### src/source/gen_sram.sv
// Simple dual port SRAM

module gen_sram #(
	parameter int DW = 32,  // Word width
	parameter int AW = 6    // Address width
) (
	input  logic          CLK,
	input  logic          en_r,
	input  logic [AW-1:0] addr_r,
	output logic [DW-1:0] data_r,
	input  logic          en_w,
	input  logic [AW-1:0] addr_w,
	input  logic [DW-1:0] data_w
);

	logic [DW-1:0] mem [2**AW];

	// Read of a word written in the same cycle returns the old contents
	always_ff @(posedge CLK) begin
		if (en_w) begin
			mem[addr_w] <= data_w;
		end
		if (en_r) begin
			data_r <= mem[addr_r];  // Holds until the next read
		end
	end

endmodule

### config.mk
export PLATFORM = sky130hd
export DESIGN_NAME = gen_sram
export DESIGN_NICKNAME = d
export VERILOG_FILES = /design/src/source/gen_sram.sv
export SDC_FILE = /design/constraint.sdc
export NUM_CORES = 2
export LEC_CHECK = 0
export BUFFER_PORTS_ARGS = -buffer_cell sky130_fd_sc_hd__buf_2
export CORE_MARGIN = 2
export CORE_UTILIZATION = 47
export DETAILED_ROUTE_END_ITERATION = 8
export MAX_ROUTING_LAYER = met4
export RECOVER_POWER = 50
export SLEW_MARGIN = 5
export SYNTH_ARGS = -nofsm -noshare
export SYNTH_HDL_FRONTEND = slang
export SYNTH_SLANG_ARGS = --single-unit
### constraint.sdc
create_clock -name CLK -period 5.15 [get_ports CLK]
set_clock_uncertainty 0.2 [all_clocks]
set_input_delay 0.7725 -clock CLK [delete_from_list [all_inputs] [get_ports CLK]]
set_output_delay 0.7725 -clock CLK [all_outputs]
set_load 0.005 [all_outputs]
== Word level (Yosys, flattened, before mapping) ==
Memories as Yosys holds them, arrays and structs flattened. A register that Yosys moved wholly into a read port is not among the register bits.
Index checks and enable logic that the tools add are counted.
Storage, ports and cells
  logic and storage cells: 3
  output and inout bits: 32
  memory bits (writable): 2048
  bits in registers: 0
  memories: 1
  bits of input ports: 47
Operators by class
  mux-type cells: 2
Memories
  mem: depth 64, bits a word 32, rd ports 1, clocked after memory_dff 1, wr ports 1, line 16  | logic [DW-1:0] mem [2**AW];
Operators with widths (count)
  $mux W1: 2

== Longest topological paths before layout ==
  depth in word-level cells: 2
  gate-level depth with buffers: 10
  mapped depth without buffers: 5

== Worst setup path before layout ==
No wires, ideal clock.
  path kind: input -> register
  from: input addr_w[3]
  to: memory mem[48][0] (enable)
  arrival time: 3.471 ns
  setup slack: 1.018 ns
  setup time: 0.461 ns
  required time: 4.489 ns
  buffers on the path: 1
  stages: 4
  cell sequence: clkbuf_1 nor2b_1 nand4b_1 nor3_1
RTL lines
  from (decl): line 12  | input logic [AW-1:0] addr_w,
  to (decl): line 16
No word-level cell before the write port.

== Final worst setup path ==
  from: input data_w[13]
  to: memory mem[8][13] (data pin)
RTL lines
  from (decl): line 13  | input logic [DW-1:0] data_w
No word-level cell before the write port.

==> impl_metrics.csv <==
group,metric,value,unit
timing,fin_crit,4.18,ns
clocking,cts_max_path_buffers,3,
clocking,cts_tree,"yes",
clocking,htree_levels,4,
worst_setup_path,crit_cells,3,
clocking,cts_root_buffer,"clkbuf_16",
pwr,p_leak,27.8,nW
timing,fmax,239,MHz
clocking,numCtsBuffers,206,
grt,grt_overflow,0,
clocking,ctsResizeCount,0,
layout,layout_commonest_cell,"edfxtp_1",
grt,antenna_found_initial,21,
timing,rsz0062_at_grt,"false",
timing,worstMarginPinSlew,3.80,ns
worst_setup_path,reg2reg_depth,4,
worst_setup_path,crit_buf_inv,3,
timing,setup_ws,0.972,ns
synthesis,synth_nets,3371,
floorplan,core_area,0.167,mm²
worst_setup_path,cpMostUsedCell,"clkbuf_1",
route,ant_nets,0,
synthesis,synth_area_leaders,"edfxtp_1 79%, mux4_2 16%, mux2i_1 1.2%, o22ai_1 0.67%, nor2_1 0.65%",
synthesis,ys_types,33,
route,met1_length,83.6,mm
timing,setup_viol,0,
outcome,violations,"capacitance limit, slew limit",
floorplan,die_w,414,µm
route,via_per_inst,6.28,
synthesis,yosysWarnings,0,
pwr,p_clk_share,41.4,%
pwr,p_per_area,394,mW/mm²
timing,max_slew_margin,-153,%
synthesis,synth-seq-cells,2080,
synthesis,avgSynthCellArea,23.7,µm²
place,pre_cts_ws,0.605,ns
layout,final_util,53.7,%
synthesis,yosys_most_used_dff,"edfxtp_1",
hold_path,worstHoldPathCells,3,
floorplan,initial_core_util,47.3,%
outcome,outcome,"finished, violations left",
route,top_layer,"met4",
worst_setup_path,crit_type,"in -> reg",
layout,layout-drive-gt1-share,29.1,%
place,dp_hpwl,119,mm
synthesis,synth_edf_count,2080,
grt,grt_use_total,25.3,%
worst_setup_path,r2r_setup_slack,2.44,ns
pwr,intPower,27.8,mW
place,place_congestion,0.843,
synthesis,synth_top_area_cell,"edfxtp_1",
synthesis,syn_area,0.0788,mm²
layout,syn_to_final_growth,13.6,%
timing,hold_viol_final,0,
route,drt_drc_violations_left,0,
route,drt_iter0_markers,5669,
place,numPortBuffers,78,
hold_path,hold_class,"in -> reg",
worst_setup_path,cp-end-kind,"flip-flop",
synthesis,async_reset_ff_share,0,%
synthesis,synth_top_area_share,79.2,%
worst_setup_path,worstPathMaxFanout,63,
floorplan,ioPinCount,79,
flow_run,cap_violations,35,
grt,grt_pass1_vias,37800,
route,firstDrtPassIters,5,
clocking,clk_latency,0.83,ns
route,route.met2.wl,97.7,mm
route,wl,208,mm
worst_setup_path,cpPeakStageDelay,2.42,ns
grt,grt_max_degree,95,
pwr,peakVddDrop,339,µV
floorplan,die_y,414,µm
pwr,power_frac_comb,5.0,%
clocking,clock_sinks,2080,
worst_setup_path,crit_path_cell_trace,"dlygate4sd3_1 -> clkbuf_1 -> clkbuf_1",
route,wl_met3,21.1,mm
worst_setup_path,arrival,4.09,ns
layout,mostFrequentLayoutCells,"2080 x edfxtp_1, 544 x mux4_2, 209 x clkbuf_16",
synthesis,ys_seq_area_share,79.2,%
floorplan,die_area,0.171,mm²
worst_setup_path,critical_path_required,5.07,ns
pwr,p_seq_share,53.6,%
worst_setup_path,cp_top_family,"buffers and inverters",
floorplan,row_count,150,
clocking,clk_pin_slew,0.06,ns
route,wire_per_inst,34.7,µm
pwr,p_switching,7.49,mW
timing,post-route-period-util,81.1,%
route,vias,37600,
layout,filler_cell_count,12400,
timing,final_max_slew_viol_count,2071,
pwr,power_switching_share,21.2,%
layout,nets,3652,
timing,setup_tns,0,ns
worst_setup_path,critPathSlowestCell,"clkbuf_1",
worst_setup_path,start_kind,"primary input",
grt,grt_pass1_wl,291,mm
synthesis,synth_cells,3324,
cell families (layout without fill, tap and decap cells):
logic type	after synthesis	in the layout	share of synthesized area, %
flip-flops	2080	2080	79.2
multiplexers	637	637	16.7
AND/OR/NAND/NOR	223	223	1.26
AO/OA/AOI/OAI	202	202	1.67
buffers and inverters	182	637	1.12
other	0	8	0
final cells by class:
type                            instances  area, µm²  share of cell area, %
Antenna cell                            8       20.0                 0.0224
Clock buffer                          256       5410                   6.04
Clock inverter                        126       1120                   1.25
Multi-Input combinational cell       1062      15900                   17.8
Sequential cell                      2080      62500                   69.7
Tap cell                             2204       2760                   3.08
Timing Repair Buffer                  255       1870                   2.09
routing by layer:
| metal | GRT usage (%) | vias up |
|---|---|---|
| li1 | - | 14900 |
| met4 | 6.73 | 0 |
| met2 | 37.5 | 1895 |
| met3 | 4.99 | 296 |
| met5 | - | - |
| met1 | 36.4 | 20500 |
power by group through the flow:
stage	Clock [mW]	Combinational [mW]	Sequential (mW)
after floorplan	0	0.912	19.2
after global placement	0	1.76	19.2
after detailed placement	0	1.80	19.2
after CTS	14.8	1.80	18.8
after global routing	15.4	1.87	18.9
final	14.6	1.78	18.9
worst min-delay path, delay by kind of cell:
kind,cells,cell delay (ns)
AND/OR/NAND/NOR,2,0.38
buffers and inverters,1,0.18
sequential cells by signal, summed over array words and instances (netlist names):
register	count
mem	2048
data_r	32
stage by stage:
step | hold slack [ns] | instance area (µm²) | power [mW] | instances
2_1_floorplan | 0.550 | 78800 | 20.1 | 3324
6_report | 0.527 | 89600 | 35.3 | 5991
5_1_grt | 0.524 | 89500 | 36.2 | 5984
3_5_place_dp | 0.633 | 83200 | 21.0 | 5599
3_3_place_gp | 0.612 | 83200 | 21.0 | 5599
4_1_cts | 0.252 | 89700 | 35.5 | 5982
repair_timing:
action / 4_1_cts / 5_1_grt
setup buffers: 0 / 0
hold buffers: 1 / 0
endpoints found under the hold margin: 1 / 0
worst paths after layout:
check / start / endpoint
hold / removal: addr_w[1] / mem[50][8]
hold reg to reg: mem[13][17] / data_r[17]
setup / recovery: data_w[13] / mem[8][13]
setup reg to reg: mem[28][29] / data_r[29]
cells in the mapped netlist, drive strengths merged (5+ instances only):
master  number
edfxtp    2080
mux4       544
nor2       137
buf        108
mux2i       93
o22ai       84
clkbuf      74
a21oi       62
o221ai      27
nand2       26
nor2b       15
a22oi       12
a311oi       8
nand2b       8
nor3         7
nand3        5
nand3b       5
or3b         5
Power figures use the tool's default switching activity.
