[src/include/icache_defs.svh]
// Instruction cache geometry

`ifndef ICACHE_DEFS_SVH
`define ICACHE_DEFS_SVH

// Fetch address width in bits
`define ICACHE_ADDR_W 32

// One cache line, filled by a single memory read
`define ICACHE_LINE_W 256

`define ICACHE_SETS 64   // Sets per way
`define ICACHE_WAYS 2    // Associativity

// Doubleword handed to the instruction queue
`define ICACHE_INSTR_W 64

`endif

[src/source/icache_pkg.sv]
// Instruction cache types

`include "icache_defs.svh"

package icache_pkg;

	// Full fetch address as produced by the PC generator
	typedef logic [`ICACHE_ADDR_W-1:0] fetch_addr_t;

	// Address bits above set index and line offset
	typedef logic [`ICACHE_ADDR_W-$clog2(`ICACHE_SETS)-$clog2(`ICACHE_LINE_W/8)-1:0] tag_t;

	typedef logic [$clog2(`ICACHE_SETS)-1:0] set_idx_t;                   // Line index
	typedef logic [$clog2(`ICACHE_LINE_W/`ICACHE_INSTR_W)-1:0] dw_sel_t;  // Doubleword in line

	// One bit per way, used both one-hot and as a valid vector
	typedef logic [`ICACHE_WAYS-1:0] way_mask_t;

	typedef logic [`ICACHE_INSTR_W-1:0] instr_t;

	// Fetch controller states
	typedef enum logic [2:0] {
		IDLE,     // Ready for a fetch address
		LOOKUP,   // Tag and data read back, compare
		MISS_AR,  // Line address offered to memory
		MISS_R,   // Waiting for the line
		HOLD,     // Output valid, waiting for the queue
		FLUSH     // Walking the sets to clear valid bits
	} ctrl_state_t;

endpackage

[src/source/victim_select.sv]
// Fill way selection

module victim_select (
	input  logic                  CLK,
	input  logic                  arst_n,
	input  icache_pkg::way_mask_t valid,
	output icache_pkg::way_mask_t fill_way
);

	import icache_pkg::*;

	logic [15:0] lfsr;
	way_mask_t   free_way;
	logic        all_valid;

	// Taps 16, 14, 13, 11 give a maximal length sequence
	always_ff @(posedge CLK or negedge arst_n) begin
		if (!arst_n) begin
			lfsr <= 16'hace1;  // Any non-zero seed
		end else begin
			lfsr <= {lfsr[14:0], lfsr[15] ^ lfsr[13] ^ lfsr[12] ^ lfsr[10]};
		end
	end

	// Lowest numbered invalid way wins
	always_comb begin
		free_way = '0;
		for (int w = $bits(way_mask_t) - 1; w >= 0; w--) begin
			if (!valid[w]) begin
				free_way = way_mask_t'(1) << w;
			end
		end
	end

	assign all_valid = &valid;

	// Set full, pick pseudo-randomly
	assign fill_way = all_valid ? (way_mask_t'(1) << lfsr[0]) : free_way;

	fill_way_onehot: assert property (@(posedge CLK) disable iff (!arst_n)
		$onehot(fill_way));

endmodule

[config.mk]
export PLATFORM = sky130hd
export DESIGN_NAME = victim_select
export DESIGN_NICKNAME = d
export VERILOG_FILES = /design/src/source/icache_pkg.sv /design/src/source/victim_select.sv
export VERILOG_INCLUDE_DIRS = /design/src /design/src/include
export SDC_FILE = /design/constraint.sdc
export NUM_CORES = 1
export LEC_CHECK = 0
export BUFFER_PORTS_ARGS = -buffer_cell sky130_fd_sc_hd__buf_2
export CAP_MARGIN = 20
export CORE_AREA = 2 2 39 41
export CTS_CLUSTER_DIAMETER = 150
export DETAILED_ROUTE_END_ITERATION = 12
export DIE_AREA = 0 0 41 43
export HOLD_SLACK_MARGIN = 0.08
export SYNTH_ARGS = -nofsm -noshare
export SYNTH_HDL_FRONTEND = slang
export SYNTH_SLANG_ARGS = --single-unit
[constraint.sdc]
create_clock -name CLK -period 2.3 [get_ports CLK]
set_clock_uncertainty 0.15 [all_clocks]
set_input_delay 0.23 -clock CLK [delete_from_list [all_inputs] [get_ports CLK]]
set_output_delay 0.23 -clock CLK [all_outputs]
set_load 0.01 [all_outputs]
Yosys cells after proc, flatten, opt, wreduce, memory -nomap -nowiden
Index checks and enable logic that the tools add are counted.

Register bits after elaboration: 16. Bits in latches: 0. RAM bits: 0. ROM bits: 0. Input port bits: 4. Output and inout bits: 2. Logic and storage cells: 9. Memories: 0.

Add/subtract/negate cells: 0. $mul: 0. Div/mod/pow operators: 0. Order comparisons: 0. Equal/unequal tests: 0. Shift operators: 1. Multiplexer cells: 3. Bitwise operators: 3. Reduce and logical (&&, ||, !) cells: 1.

Operator list (number): two-way mux 2 bit (3); bitwise XOR 1 bit (3); AND reduction 2 bit (1); left shift 1 x 1 -> 2 bit, first input constant (1).

Longest topological paths before layout
Word-level depth: 3. Mapped depth: 2. Depth with buffers taken out: 2.

Worst setup path before layout
No wires, ideal clock.

Path kind: flip-flop to output port. Start: register lfsr[0]. End: output port fill_way[1]. Data arrival time: 0.655 ns. Required time: 1.920 ns. Setup slack: 1.265 ns. Stages on the path, launching flop included: 2. Buffers on the path: 0. Cells stage by stage: dfstp_2 -> o21a_1.

Word-level cells in the longest chain between the ends: 2.

RTL lines: from (decl) (line victim_select.sv:12) `logic [15:0] lfsr;`; from (signal assigned) (line victim_select.sv:21) `lfsr <= {lfsr[14:0], lfsr[15] ^ lfsr[13] ^ lfsr[12] ^ lfsr[10]};`; left shift 1 x 1 -> 2 bit (line victim_select.sv:38) `assign fill_way = all_valid ? (way_mask_t'(1) << lfsr[0]) : free_way;`; two-way mux 2 bit (line victim_select.sv:38); to (decl) (line victim_select.sv:7) `output icache_pkg::way_mask_t fill_way`.

Every way passes these cells.

Worst setup path in the final report
Same ends and word-level chain as after synthesis.

==> run_results.csv <==
group,metric,value,unit
flow_run,maxCapViolCount,0,
floorplan,die_h,43,um
routing,initialDrtViolationCount,4,
setup_path,cpPeakStageDelay,0.55,ns
setup_path,startpoint_type,"register",
final_layout,seqCellArea,410,um^2
routing,postRouteAntennaNets,0,
final_layout,largest_reg_flops,16,
sta,clock.fmax,698,MHz
outcome,outcome,"completed",
setup_path,critical_path_required,1.92,ns
final_layout,nNetsFinal,37,
pwr,peakVddDrop,360,uV
routing,wire_per_inst,11.2,um
synth,yosys_warnings,0,
final_layout,multiInputGateArea,38.8,um^2
final_layout,reg_top3,"lfsr (16)",
floorplan,ios,6,
sta,worst_pin_slew,0.321,ns
clock_tree,cts.sinks,16,
hold_path,hp-class,"reg2reg",
sta,hold_violations,0,
synth,syn_inst,22,
synth,synth_cell_type_count,7,
final_layout,drive_gt1_frac,0.531,
routing,dr.pass1.iters,3,
sta,slew_viol_final,0,
synth,syn_area,453,um^2
final_layout,diodes,0,
setup_path,crit_chain,"o21a_1, buf_2",
setup_path,critical_path_arrival,1.05,ns
hold_path,hp-start,"lfsr[6]",
grt,grt_pass1_vias,201,
grt,grt_max_degree,17,
setup_path,crit_fanout,3,
sta,fin_setup_tns,0,ns
clock_tree,clk_latency,0.27,ns
sta,slew_headroom,0.786,
setup_path,worstReg2RegStart,"lfsr[10]",
routing,vias,195,
grt,antenna_found_initial,0,
floorplan,die_area,1760,um^2
place,dp_hpwl,356,um
grt,grt_pass1_wl,910,um
floorplan,rows,14,
final_layout,syn2layout_area_growth,20.2,%
synth,synth_nets,26,
sta,layout_min_cycle_time,1.43,ns
place,place_congestion,0.606,
clock_tree,cts_max_level,1,
sta,period_share,0.623,
setup_path,cp-end-kind,"primary output",
clock_tree,path_clk_slew,0.08,ns
clock_tree,cts_max_path_buffers,2,
final_layout,fillCellCount,125,
synth,ys_seq_area_frac,0.906,
routing,drc,0,
clock_tree,post-cts-setup-buffer-count,0,
setup_path,slowest_stage,"dfstp_2",
grt,overflow,0,
place,portBuffers,5,
routing,wl,538,um
synth,synth_area_per_cell,20.6,um^2
final_layout,regMostFlops,"lfsr",
floorplan,chipWidth,41,um
sta,rsz0062_at_grt,"false",
clock_tree,cts_tree,"yes",
sta,worst_slack,0.867,ns
setup_path,critPathTopFamily,"flip-flops",
setup_path,critical_path_class,"reg2out",
setup_path,cp.buffers_inverters,1,
setup_path,critical_path.startpoint,"lfsr[0]",
place,dp_slack,1.16,ns
pwr,p_leak,0.260,nW
floorplan,coreArea,1380,um^2
pwr,powerDensity,858,nW/um^2
grt,grtUsageTotal,0.0821,
routing,viasPerCell,4.06,
synth,ys_ff_latch,16,
floorplan,start_util,0.327,
clock_tree,cts_buffers,3,
sta,setup_violations,0,
final_layout,final_core_util,0.393,
clock_tree,cts-root-buf,"clkbuf_4",
## cells by family after synthesis
logic type	Yosys count	share of synthesized area
AOI/OAI and AO/OA	2	0.0276
buffers and inverters	1	0.00828
DFF	16	0.906
xor gates and xnor gates	3	0.0580
## cells in the final DEF (no fill, tap or decap), drive strengths merged
cell type    synthesis  final
dfrtp                8      8
o21a                 1      1
clkbuf               0      4
dlygate4sd3          0      1
xnor2                2      2
buf                  0      5
xor2                 1      1
inv                  1      1
dfstp                8      8
o21ai                1      1
## report_power, final
group	switching [W]	total [W]	leakage [nW]	internal, W
clock network	0.0000758	0.000172	0.0210	0.0000961
logic	0.00000800	0.0000130	0.0451	0.00000502
registers	0	0.000282	0.194	0.000282
total	0.0000838	0.000467	0.260	0.000383
## layout make-up
cell class	instances	share of cell area
flip-flops and latches	16	0.754
multi-input cells	5	0.0713
clock buffers	4	0.0667
repair buffers	6	0.0644
well taps	16	0.0368
inverters	1	0.00690
## repair_timing
action,in CTS,in global routing
hold buffers,1,0
setup endpoints to repair,0,0
gates resized for setup,0,0
hold endpoints to repair,16,0
## metrics by stage
| stage | instances | power, W | cell area, um^2 | hold WS [ns] |
|---|---|---|---|---|
| 2_1_floorplan | 22 | 0.000290 | 453 | -0.216 |
| 3_3_place_gp | 43 | 0.000298 | 498 | -0.0144 |
| 3_5_place_dp | 43 | 0.000299 | 498 | -0.00312 |
| 4_1_cts | 48 | 0.000472 | 544 | 0.211 |
| 5_1_grt | 48 | 0.000486 | 544 | 0.216 |
| 6_report | 48 | 0.000467 | 544 | 0.209 |
## synth_stat cells, drive strengths merged
cell type	n	area, um^2
dfstp	8	210
xor2	1	8.76
o21a	1	7.51
xnor2	2	17.5
dfrtp	8	200
inv	1	3.75
o21ai	1	5.00
## layer usage
metal	share of wire	vias up	routed length [um]	track usage
li1	-	87	-	-
met1	0.48	99	259	0.126
met2	0.43	9	232	0.109
met3	0.086	0	46	0.0471
met4	0	0	0	0
met5	0	-	0	0
## worst reg2reg max path, cell delays in order, from the launching register on
cell and delay (ns):
dfstp_2 0.56, xor2_1 0.18, xnor2_1 0.14
## final timing paths
kind / cells after the start / slack, ns / end
max in group asynchronous: 2 / 1.48 / lfsr[7]
min in group asynchronous: 2 / 0.23 / lfsr[8]
worst min register to register: 0 / 0.21 / lfsr[7]
worst max register to register: 2 / 1.20 / lfsr[0]
worst min-delay path: 0 / 0.21 / lfsr[7]
worst max-delay path: 2 / 0.87 / fill_way[1]
Power figures use the tool's default switching activity.
