<file path="config.mk">
export PLATFORM = sky130hd
export DESIGN_NAME = icache_ctrl
export DESIGN_NICKNAME = d
export VERILOG_FILES = /design/src/source/icache_pkg.sv /design/src/source/mem_bus_pkg.sv /design/src/source/icache_ctrl.sv
export VERILOG_INCLUDE_DIRS = /design/src /design/src/include
export SDC_FILE = /design/constraint.sdc
export NUM_CORES = 1
export LEC_CHECK = 0
export BUFFER_PORTS_ARGS = -buffer_cell sky130_fd_sc_hd__clkbuf_2
export CORE_AREA = 4 4 498 500
export CTS_CLUSTER_DIAMETER = 40
export DETAILED_ROUTE_END_ITERATION = 7
export DIE_AREA = 0 0 502 504
export PLACE_DENSITY_LB_ADDON = 0.2
export SYNTH_ARGS = -nofsm -noshare
export SYNTH_HDL_FRONTEND = slang
export SYNTH_SLANG_ARGS = --single-unit
</file>
<file path="constraint.sdc">
create_clock -name CLK -period 4.4 [get_ports CLK]
set_input_delay 0.22 -clock CLK [delete_from_list [all_inputs] [get_ports CLK]]
set_output_delay 0.22 -clock CLK [all_outputs]
set_load 0.05 [all_outputs]
</file>
<file path="src/include/icache_defs.svh">
// Instruction cache geometry

`ifndef ICACHE_DEFS_SVH
`define ICACHE_DEFS_SVH

// Fetch address width in bits
`define ICACHE_ADDR_W 32

// One cache line, filled by a single memory read
`define ICACHE_LINE_W 256

`define ICACHE_SETS 64   // Sets per way
`define ICACHE_WAYS 2    // Associativity

// Doubleword handed to the instruction queue
`define ICACHE_INSTR_W 64

`endif

</file>
<file path="src/source/icache_pkg.sv">
// Instruction cache types

`include "icache_defs.svh"

package icache_pkg;

	// Full fetch address as produced by the PC generator
	typedef logic [`ICACHE_ADDR_W-1:0] fetch_addr_t;

	// Address bits above set index and line offset
	typedef logic [`ICACHE_ADDR_W-$clog2(`ICACHE_SETS)-$clog2(`ICACHE_LINE_W/8)-1:0] tag_t;

	typedef logic [$clog2(`ICACHE_SETS)-1:0] set_idx_t;                   // Line index
	typedef logic [$clog2(`ICACHE_LINE_W/`ICACHE_INSTR_W)-1:0] dw_sel_t;  // Doubleword in line

	// One bit per way, used both one-hot and as a valid vector
	typedef logic [`ICACHE_WAYS-1:0] way_mask_t;

	typedef logic [`ICACHE_INSTR_W-1:0] instr_t;

	// Fetch controller states
	typedef enum logic [2:0] {
		IDLE,     // Ready for a fetch address
		LOOKUP,   // Tag and data read back, compare
		MISS_AR,  // Line address offered to memory
		MISS_R,   // Waiting for the line
		HOLD,     // Output valid, waiting for the queue
		FLUSH     // Walking the sets to clear valid bits
	} ctrl_state_t;

endpackage

</file>
<file path="src/source/mem_bus_pkg.sv">
// Memory read port types

`include "icache_defs.svh"

package mem_bus_pkg;

	// Whole line as returned on the read data channel
	typedef logic [`ICACHE_LINE_W-1:0] line_t;

	typedef logic [1:0] rresp_t;

	// Any other code is an error and becomes a fetch fault
	localparam rresp_t RESP_OKAY = 2'b00;

endpackage

</file>
<file path="src/source/icache_ctrl.sv">
// Instruction cache controller

`include "icache_defs.svh"

module icache_ctrl (
	input  logic                                        CLK,
	input  logic                                        arst_n,
	input  logic                                        flush,
	input  icache_pkg::fetch_addr_t                     fetch_addr,
	input  logic                                        fetch_valid,
	output logic                                        fetch_ready,

	output icache_pkg::fetch_addr_t                     instr_pc,
	output icache_pkg::instr_t                          instr_data,
	output logic                                        instr_fault,
	output logic                                        instr_valid,
	input  logic                                        instr_ready,

	output icache_pkg::fetch_addr_t                     mem_ar_addr,
	output logic                                        mem_ar_valid,
	input  logic                                        mem_ar_ready,
	input  mem_bus_pkg::line_t                          mem_r_data,
	input  mem_bus_pkg::rresp_t                         mem_r_resp,
	input  logic                                        mem_r_valid,
	output logic                                        mem_r_ready,

	output logic                                        rd_en,
	output icache_pkg::set_idx_t                        rd_set,
	input  logic [`ICACHE_WAYS-1:0][$bits(icache_pkg::tag_t):0] tag_rd,
	input  mem_bus_pkg::line_t [`ICACHE_WAYS-1:0]       line_rd,
	output icache_pkg::way_mask_t                       wr_way,
	output icache_pkg::set_idx_t                        wr_set,
	output logic [$bits(icache_pkg::tag_t):0]           tag_wr,
	output mem_bus_pkg::line_t                          line_wr,

	input  icache_pkg::way_mask_t                       fill_way,
	output icache_pkg::way_mask_t                       way_valid
);

	import icache_pkg::*;
	import mem_bus_pkg::*;

	localparam int OFS_W  = $clog2(`ICACHE_LINE_W / 8);   // Byte offset in a line
	localparam int DW_LSB = $clog2(`ICACHE_INSTR_W / 8);  // Byte offset in a doubleword
	localparam int SET_W  = $bits(set_idx_t);
	localparam int TAG_W  = $bits(tag_t);

	ctrl_state_t state;
	set_idx_t    walk_cnt;
	logic        discard;    // Outstanding line belongs to a flushed request
	fetch_addr_t req_addr;

	tag_t        req_tag;
	set_idx_t    req_set;
	dw_sel_t     req_dw;
	way_mask_t   hit_way;
	line_t       hit_line;
	logic        r_done;
	logic        fill_ok;

	assign req_tag = req_addr[OFS_W + SET_W +: TAG_W];
	assign req_set = req_addr[OFS_W +: SET_W];
	assign req_dw  = req_addr[DW_LSB +: $bits(dw_sel_t)];

	// A request on a flush cycle is not taken
	assign fetch_ready = (state == IDLE) && !flush;
	assign rd_en       = fetch_valid && fetch_ready;
	assign rd_set      = fetch_addr[OFS_W +: SET_W];

	// Tag compare on the registered SRAM outputs
	always_comb begin
		hit_line = '0;
		for (int w = 0; w < `ICACHE_WAYS; w++) begin
			way_valid[w] = tag_rd[w][TAG_W];
			hit_way[w]   = tag_rd[w][TAG_W] && (tag_rd[w][TAG_W-1:0] == req_tag);
			if (hit_way[w]) begin
				hit_line = hit_line | line_rd[w];
			end
		end
	end

	assign mem_ar_valid = (state == MISS_AR);
	assign mem_ar_addr  = {req_addr[`ICACHE_ADDR_W-1:OFS_W], {OFS_W{1'b0}}};  // Line aligned
	assign mem_r_ready  = (state == MISS_R);
	assign instr_valid  = (state == HOLD);

	assign r_done  = mem_r_ready && mem_r_valid;
	assign fill_ok = r_done && !discard && !flush && (mem_r_resp == RESP_OKAY);

	// Flush walk clears both ways of one set per cycle
	assign wr_way  = (state == FLUSH) ? '1 : (fill_ok ? fill_way : '0);
	assign wr_set  = (state == FLUSH) ? walk_cnt : req_set;
	assign tag_wr  = (state == FLUSH) ? '0 : {1'b1, req_tag};
	assign line_wr = mem_r_data;

	always_ff @(posedge CLK or negedge arst_n) begin
		if (!arst_n) begin
			state    <= FLUSH;  // Tags are unknown out of reset
			walk_cnt <= '0;
			discard  <= 1'b0;
		end else begin
			case (state)
				IDLE: begin
					if (flush) begin
						state <= FLUSH;
					end else if (fetch_valid) begin
						state <= LOOKUP;
					end
				end
				LOOKUP: begin
					if (flush) begin
						state <= FLUSH;
					end else begin
						state <= (|hit_way) ? HOLD : MISS_AR;
					end
				end
				// The address must still go out, so a flush only marks the read
				MISS_AR: begin
					if (flush) begin
						discard <= 1'b1;
					end
					if (mem_ar_ready) begin
						state <= MISS_R;
					end
				end
				MISS_R: begin
					if (mem_r_valid) begin
						discard <= 1'b0;
						state   <= (discard || flush) ? FLUSH : HOLD;
					end else if (flush) begin
						discard <= 1'b1;
					end
				end
				HOLD: begin
					if (flush) begin
						state <= FLUSH;
					end else if (instr_ready) begin
						state <= IDLE;
					end
				end
				FLUSH: begin
					walk_cnt <= walk_cnt + 1'b1;  // Wraps back to zero on exit
					if (walk_cnt == set_idx_t'(`ICACHE_SETS - 1)) begin
						state <= IDLE;
					end
				end
				default: state <= FLUSH;
			endcase
		end
	end

	// Request and output registers
	always_ff @(posedge CLK) begin
		if (rd_en) begin
			req_addr <= fetch_addr;
		end
		if (state == LOOKUP) begin
			instr_pc    <= req_addr;  // Only shown if the compare hit
			instr_data  <= hit_line[req_dw * `ICACHE_INSTR_W +: `ICACHE_INSTR_W];
			instr_fault <= 1'b0;
		end else if (r_done) begin
			instr_pc    <= req_addr;
			instr_data  <= mem_r_data[req_dw * `ICACHE_INSTR_W +: `ICACHE_INSTR_W];
			instr_fault <= (mem_r_resp != RESP_OKAY);
		end
	end

	ar_held: assert property (@(posedge CLK) disable iff (!arst_n)
		mem_ar_valid && !mem_ar_ready |=> mem_ar_valid && $stable(mem_ar_addr));

	out_held: assert property (@(posedge CLK) disable iff (!arst_n)
		instr_valid && !instr_ready && !flush
		|=> instr_valid && $stable(instr_pc) && $stable(instr_data));

endmodule

</file>
---- Word-level counts from Yosys, hierarchy flattened ----
Index checks and enable logic that the tools add are counted.
Widths: inputs -> output; s select.
word-level totals
  input port bits ......................... 855
  output and inout port bits .............. 428
  bits in registers ....................... 139
  word-level logic and storage cells ...... 66
cells by class
  add/sub/neg operators ................... 1
  reduce and logical (&&, ||, !) cells .... 18
  shift-type cells ........................ 2
  multiplexer cells ....................... 24
  bitwise operators ....................... 1
  equality and inequality tests ........... 13
operator list
  operator             count
  $mux 256             2
  $shiftx 256x9->64    2
  $or 256x256->256     1
  $mux 64              2
  $mux 32              2
  $eq 21x21->1         2
  $mux 3               9
  $mux 22              1
  $pmux 3 s6           1
  $logic_and 1x1->1    8
  $add 6x1->6 const B  1
  $eq 3x2->1 const B   2
  $eq 3x3->1 const B   2
  $eq 6x6->1 const B   1
  $mux 6               1
  $reduce_bool 2->1    3
  $reduce_and 5->1     1
  $mux 2               2
  $ne 2x1->1 const B   2
  $eq 3x1->1 const B   1
  $logic_not 3->1      1
  $mux 1               3
  $ne 3x2->1 const B   1
  $ne 3x3->1 const B   1
  other kinds (6)      7

---- Depth between registers and ports, before layout ----
  depth in word-level cells ............... 7
  gate-level depth with buffers ........... 10
  gate-level depth less buffers ........... 6

---- Worst setup path before layout ----
Ideal clock, no wire load.
  path type ............................... register to register
  start point ............................. register state[1]
  end point ............................... register req_addr[0] (enable)
  buffers on the path ..................... 1
  arrival time ............................ 3.455 ns
  data required time ...................... 3.992 ns
  period minus slack after synthesis ...... 3.864 ns
  slack ................................... 0.536 ns
  library setup time ...................... 0.408 ns
  cell stages (with the launch flop) ...... 4
  cells stage by stage .................... dfrtp_1 -> buf_6 -> nor4_1 -> and2_1
between the ends
  longest elaborated chain between the ends .. 3
RTL lines
  item                    RTL line            source
  from (decl)             icache_ctrl.sv:48   ctrl_state_t state;
  from (signal assigned)  icache_ctrl.sv:114  state <= (|hit_way) ? HOLD : MISS_AR;
  from (signal assigned)  icache_ctrl.sv:129  state <= (discard || flush) ? FLUSH : HOLD;
  $logic_not 3->1         icache_ctrl.sv:66   assign fetch_ready = (state == IDLE) && !flush;
  $logic_and 1x1->1       icache_ctrl.sv:66
  named net fetch_ready   icache_ctrl.sv:11   output logic fetch_ready,
  $logic_and 1x1->1       icache_ctrl.sv:67   assign rd_en = fetch_valid && fetch_ready;
  named net rd_en         icache_ctrl.sv:27   output logic rd_en,
  to (signal assigned)    icache_ctrl.sv:155  req_addr <= fetch_addr;
  to (decl)               icache_ctrl.sv:51   fetch_addr_t req_addr;
The timed path passes the listed nets, and every way through them passes these cells.
A chain may end at the register's enable or synchronous reset.

---- Worst setup path after layout ----
  start point ............................. register state[0]
  end point ............................... register instr_data[13] (data pin)
between the ends
  longest elaborated chain between the ends .. 2
RTL lines
  item                  RTL line            source
  $eq 3x1->1            icache_ctrl.sv:157  if (state == LOOKUP) begin
  $mux 64               icache_ctrl.sv:157
  to (signal assigned)  icache_ctrl.sv:159  instr_data <= hit_line[req_dw * `ICACHE_INSTR_W +: `ICACHE_INSTR_W];
  to (signal assigned)  icache_ctrl.sv:163  instr_data <= mem_r_data[req_dw * `ICACHE_INSTR_W +: `ICACHE_INSTR_W];
  to (decl)             icache_ctrl.sv:14   output icache_pkg::instr_t instr_data,
No other way between the ends.

==> flow_metrics.env <==
export IMPL_outcome="finished clean"
export IMPL_n_fill_cell=28604
export IMPL_p_leak_nw=9.88
export IMPL_worstRegToRegCells=10
export IMPL_place_hpwl_mm=176
export IMPL_die_area_um2=253000
export IMPL_rsz0062_at_grt="false"
export IMPL_final_max_slew_viol_count=0
export IMPL_fin_skew_ns=0.0356
export IMPL_ios=1283
export IMPL_seq_area_frac_synth=0.269
export IMPL_clk_path_buf_depth=2
export IMPL_drive_above_1_share=0.485
export IMPL_cts_root_buffer="clkbuf_16"
export IMPL_combPwrFrac=0.657
export IMPL_port_buffers=1277
export IMPL_ys_ff_latch=139
export IMPL_cap_viol_max_count=0
export IMPL_crit_required_ns=4.81
export IMPL_powerDensity_nw_per_um2=491
export IMPL_final_cell_mix="clkbuf_2 (1,277), o21ai_0 (315), nand2_1 (154)"
export IMPL_grt_max_degree=108
export IMPL_syn_area_um2=15300
export IMPL_multiInputGateArea_um2=8160
export IMPL_vias=20970
export IMPL_via_per_inst=3.43
export IMPL_path_max_fanout=43
export IMPL_synth_ff_type="edfxtp_1"
export IMPL_synth_cell_type_count=48
export IMPL_first_pass_iters=5
export IMPL_hold_ws_ns=0.0842
export IMPL_detail_route_wl_per_cell_um=33.5
export IMPL_gp_congestion=0.884
export IMPL_final_setup_viol_count=0
export IMPL_h_tree_depth=4
export IMPL_die_h_um=504
export IMPL_endpoint_kind="flip-flop"
export IMPL_fin_crit_sh=0.839
export IMPL_nets=3723
export IMPL_dpl_cell_area_um2=23400
export IMPL_grt_overflow=0
export IMPL_timing_setup_tns_ns=0
export IMPL_yosys_warnings=0
export IMPL_cts_tree="done"
export IMPL_synth_edf_count=128
export IMPL_grt_pass1_vias=20903
export IMPL_finalInstanceArea_um2=24500
export IMPL_hold_path_class="in -> reg"
export IMPL_synthArstFlopShare=0.0719
export IMPL_clk_latency_ns=0.55
export IMPL_worstMarginPinSlew_ns=1.06
export IMPL_initial_core_util=0.0629
export IMPL_grt_pass1_wl_mm=249
export IMPL_arrival_ns=4.10
export IMPL_pwr_share_seq=0.200
export IMPL_grt_total_usage=0.154
export IMPL_syn2layout_area_growth_pct=60.2
export IMPL_layout_commonest_cell="clkbuf_2"
export IMPL_postSynthAreaPerCell_um2=7.84
export IMPL_fp_coreArea_um2=243000
export IMPL_finish_utilization=0.101
export IMPL_final_hold_viol_count=0
export IMPL_fp_dieW_um=502
export IMPL_clockPowerShare=0.143
export IMPL_drc=0
export IMPL_regArea_um2=4120
export IMPL_ant_nets=0
export IMPL_critPathKind="reg -> reg"
export IMPL_max_freq_ghz=0.271
export IMPL_period_needed_ns=3.69
export IMPL_antenna_found_initial=152
export IMPL_postSynthCellCount=1949
export IMPL_cts_num_sinks=139
export IMPL_hold_path_depth=3
export IMPL_start_kind="flip-flop"
export IMPL_slew_headroom=0.283
export IMPL_path_clk_slew_ns=0.11
export IMPL_drt_wl_total_mm=204
export IMPL_intPower_mw=4.78
export IMPL_dr_first_iter_drc_count=1588
export IMPL_ir_drop_v=0.000332
export IMPL_numCtsBuffers=17
export IMPL_netSwitchingPower_mw=7.25
export IMPL_switching_share=0.602
export IMPL_num_rows=181
-- Yosys cell counts (2+ instances only) --
| master | n | area share |
|---|---|---|
| o211ai_1 | 135 | 0.066 |
| buf_4 | 298 | 0.15 |
| nor3_1 | 61 | 0.020 |
| nor2b_1 | 2 | 0.00082 |
| buf_2 | 35 | 0.011 |
| nand3_1 | 59 | 0.019 |
| xnor2_1 | 42 | 0.024 |
| o21ai_0 | 316 | 0.10 |
| dfstp_2 | 2 | 0.0034 |
| a221oi_1 | 7 | 0.0040 |
| buf_6 | 8 | 0.0059 |
| o32a_1 | 58 | 0.038 |
| a31o_2 | 12 | 0.0069 |
| or3_1 | 6 | 0.0025 |
| a21o_1 | 7 | 0.0034 |
| a21oi_1 | 67 | 0.022 |
| nor2_1 | 80 | 0.020 |
| nand4_1 | 15 | 0.0061 |
| nand2b_1 | 3 | 0.0012 |
| and4_1 | 2 | 0.0011 |
| buf_1 | 10 | 0.0025 |
| nand2_1 | 155 | 0.038 |
| nand4b_1 | 2 | 0.0011 |
| clkbuf_1 | 135 | 0.033 |
| edfxtp_1 | 128 | 0.25 |
| and2_1 | 82 | 0.034 |
| nor4_1 | 2 | 0.00082 |
| xor2_1 | 5 | 0.0029 |
| inv_1 | 4 | 0.00098 |
| a32oi_1 | 6 | 0.0034 |
| or4_1 | 2 | 0.00098 |
| a221o_1 | 116 | 0.076 |
| dfrtp_1 | 8 | 0.013 |
| a31oi_1 | 65 | 0.027 |
-- through the flow --
step | total power, mW | cells | setup slack, ns
floorplan | 7.34 | 1953 | 0.536
global placement | 10.5 | 6007 | 1.09
detailed placement | 10.4 | 6007 | 1.02
CTS | 12.4 | 6082 | 0.739
global route | 12.7 | 6092 | 0.506
finish | 12.0 | 6107 | 0.710
-- power groups by stage --
stage	combinational, mW	sequential (mW)	clock (mW)
floorplan	3.64	3.69	0
global placement	8.02	2.45	0
global route	8.38	2.45	1.88
detailed placement	8.00	2.45	0
finish	7.90	2.41	1.72
CTS	8.06	2.42	1.87
-- sequential cells by signal (all words and copies together), names as in the netlist --
register and cells:
instr_data 64, instr_pc 32, discard 1, instr_fault 1
walk_cnt 6, req_addr 32, state 3
-- kinds of logic after synthesis --
kind of cell	share of synthesized area
XOR/XNOR	0.0269
other	0.000245
AND/OR/NAND/NOR	0.150
flip-flops	0.269
AO/OA/AOI/OAI	0.352
adder cells (fa/ha/maj)	0.000819
buffers and inverters	0.201
-- worst paths after layout --
check	startpoint	end	slack, ns
worst max-delay path	state[0]$_DFFE_PN1P_	instr_data[13]$_DFFE_PP_	0.71
worst min-delay path	line_rd[5]	instr_data[5]$_DFFE_PP_	0.08
worst max register to register	state[0]$_DFFE_PN1P_	instr_data[13]$_DFFE_PP_	0.71
worst min register to register	req_addr[1]$_DFFE_PP_	instr_pc[1]$_DFFE_PP_	0.43
max in group asynchronous	arst_n	state[2]$_DFFE_PN1P_	4.03
min in group asynchronous	arst_n	state[1]$_DFFE_PN0P_	0.09
-- routing by layer --
metal	vias up	share of wire	wire length [um]	GRT usage
li1	8977	-	-	-
met3	282	0.11	22200	0.0687
met2	1359	0.47	96600	0.262
met4	88	0.024	4920	0.0352
met5	-	0.0026	535	0
met1	10264	0.39	80100	0.175
-- worst max-delay path, stage by stage, from the launching register on --
cell and delay, ns:
dfstp_2 0.71, nor3b_2 0.41, buf_12 0.18, buf_4 0.31, buf_4 0.47, o21ai_0 0.24, o21ai_0 0.25, a31o_2 0.20
a21oi_1 0.04, a32oi_1 0.15, dlygate4sd3_1 0.56
-- cell type report --
cell class / instances / area share
Multi-Input combinational cell: 1323 / 0.333
Timing Repair Buffer: 1381 / 0.309
Sequential cell: 139 / 0.168
Tap cell: 3202 / 0.164
Clock buffer: 18 / 0.0175
Clock inverter: 14 / 0.00506
Antenna cell: 25 / 0.00256
Inverter: 5 / 0.000971
-- what timing repair did --
| action | CTS | global route |
|---|---|---|
| setup buffers | 0 | 0 |
| resized for setup | 0 | 0 |
| hold buffers | 43 | 0 |
| endpoints found under the hold margin | 49 | 0 |
Note: power is estimated with default switching activity, not from simulation.
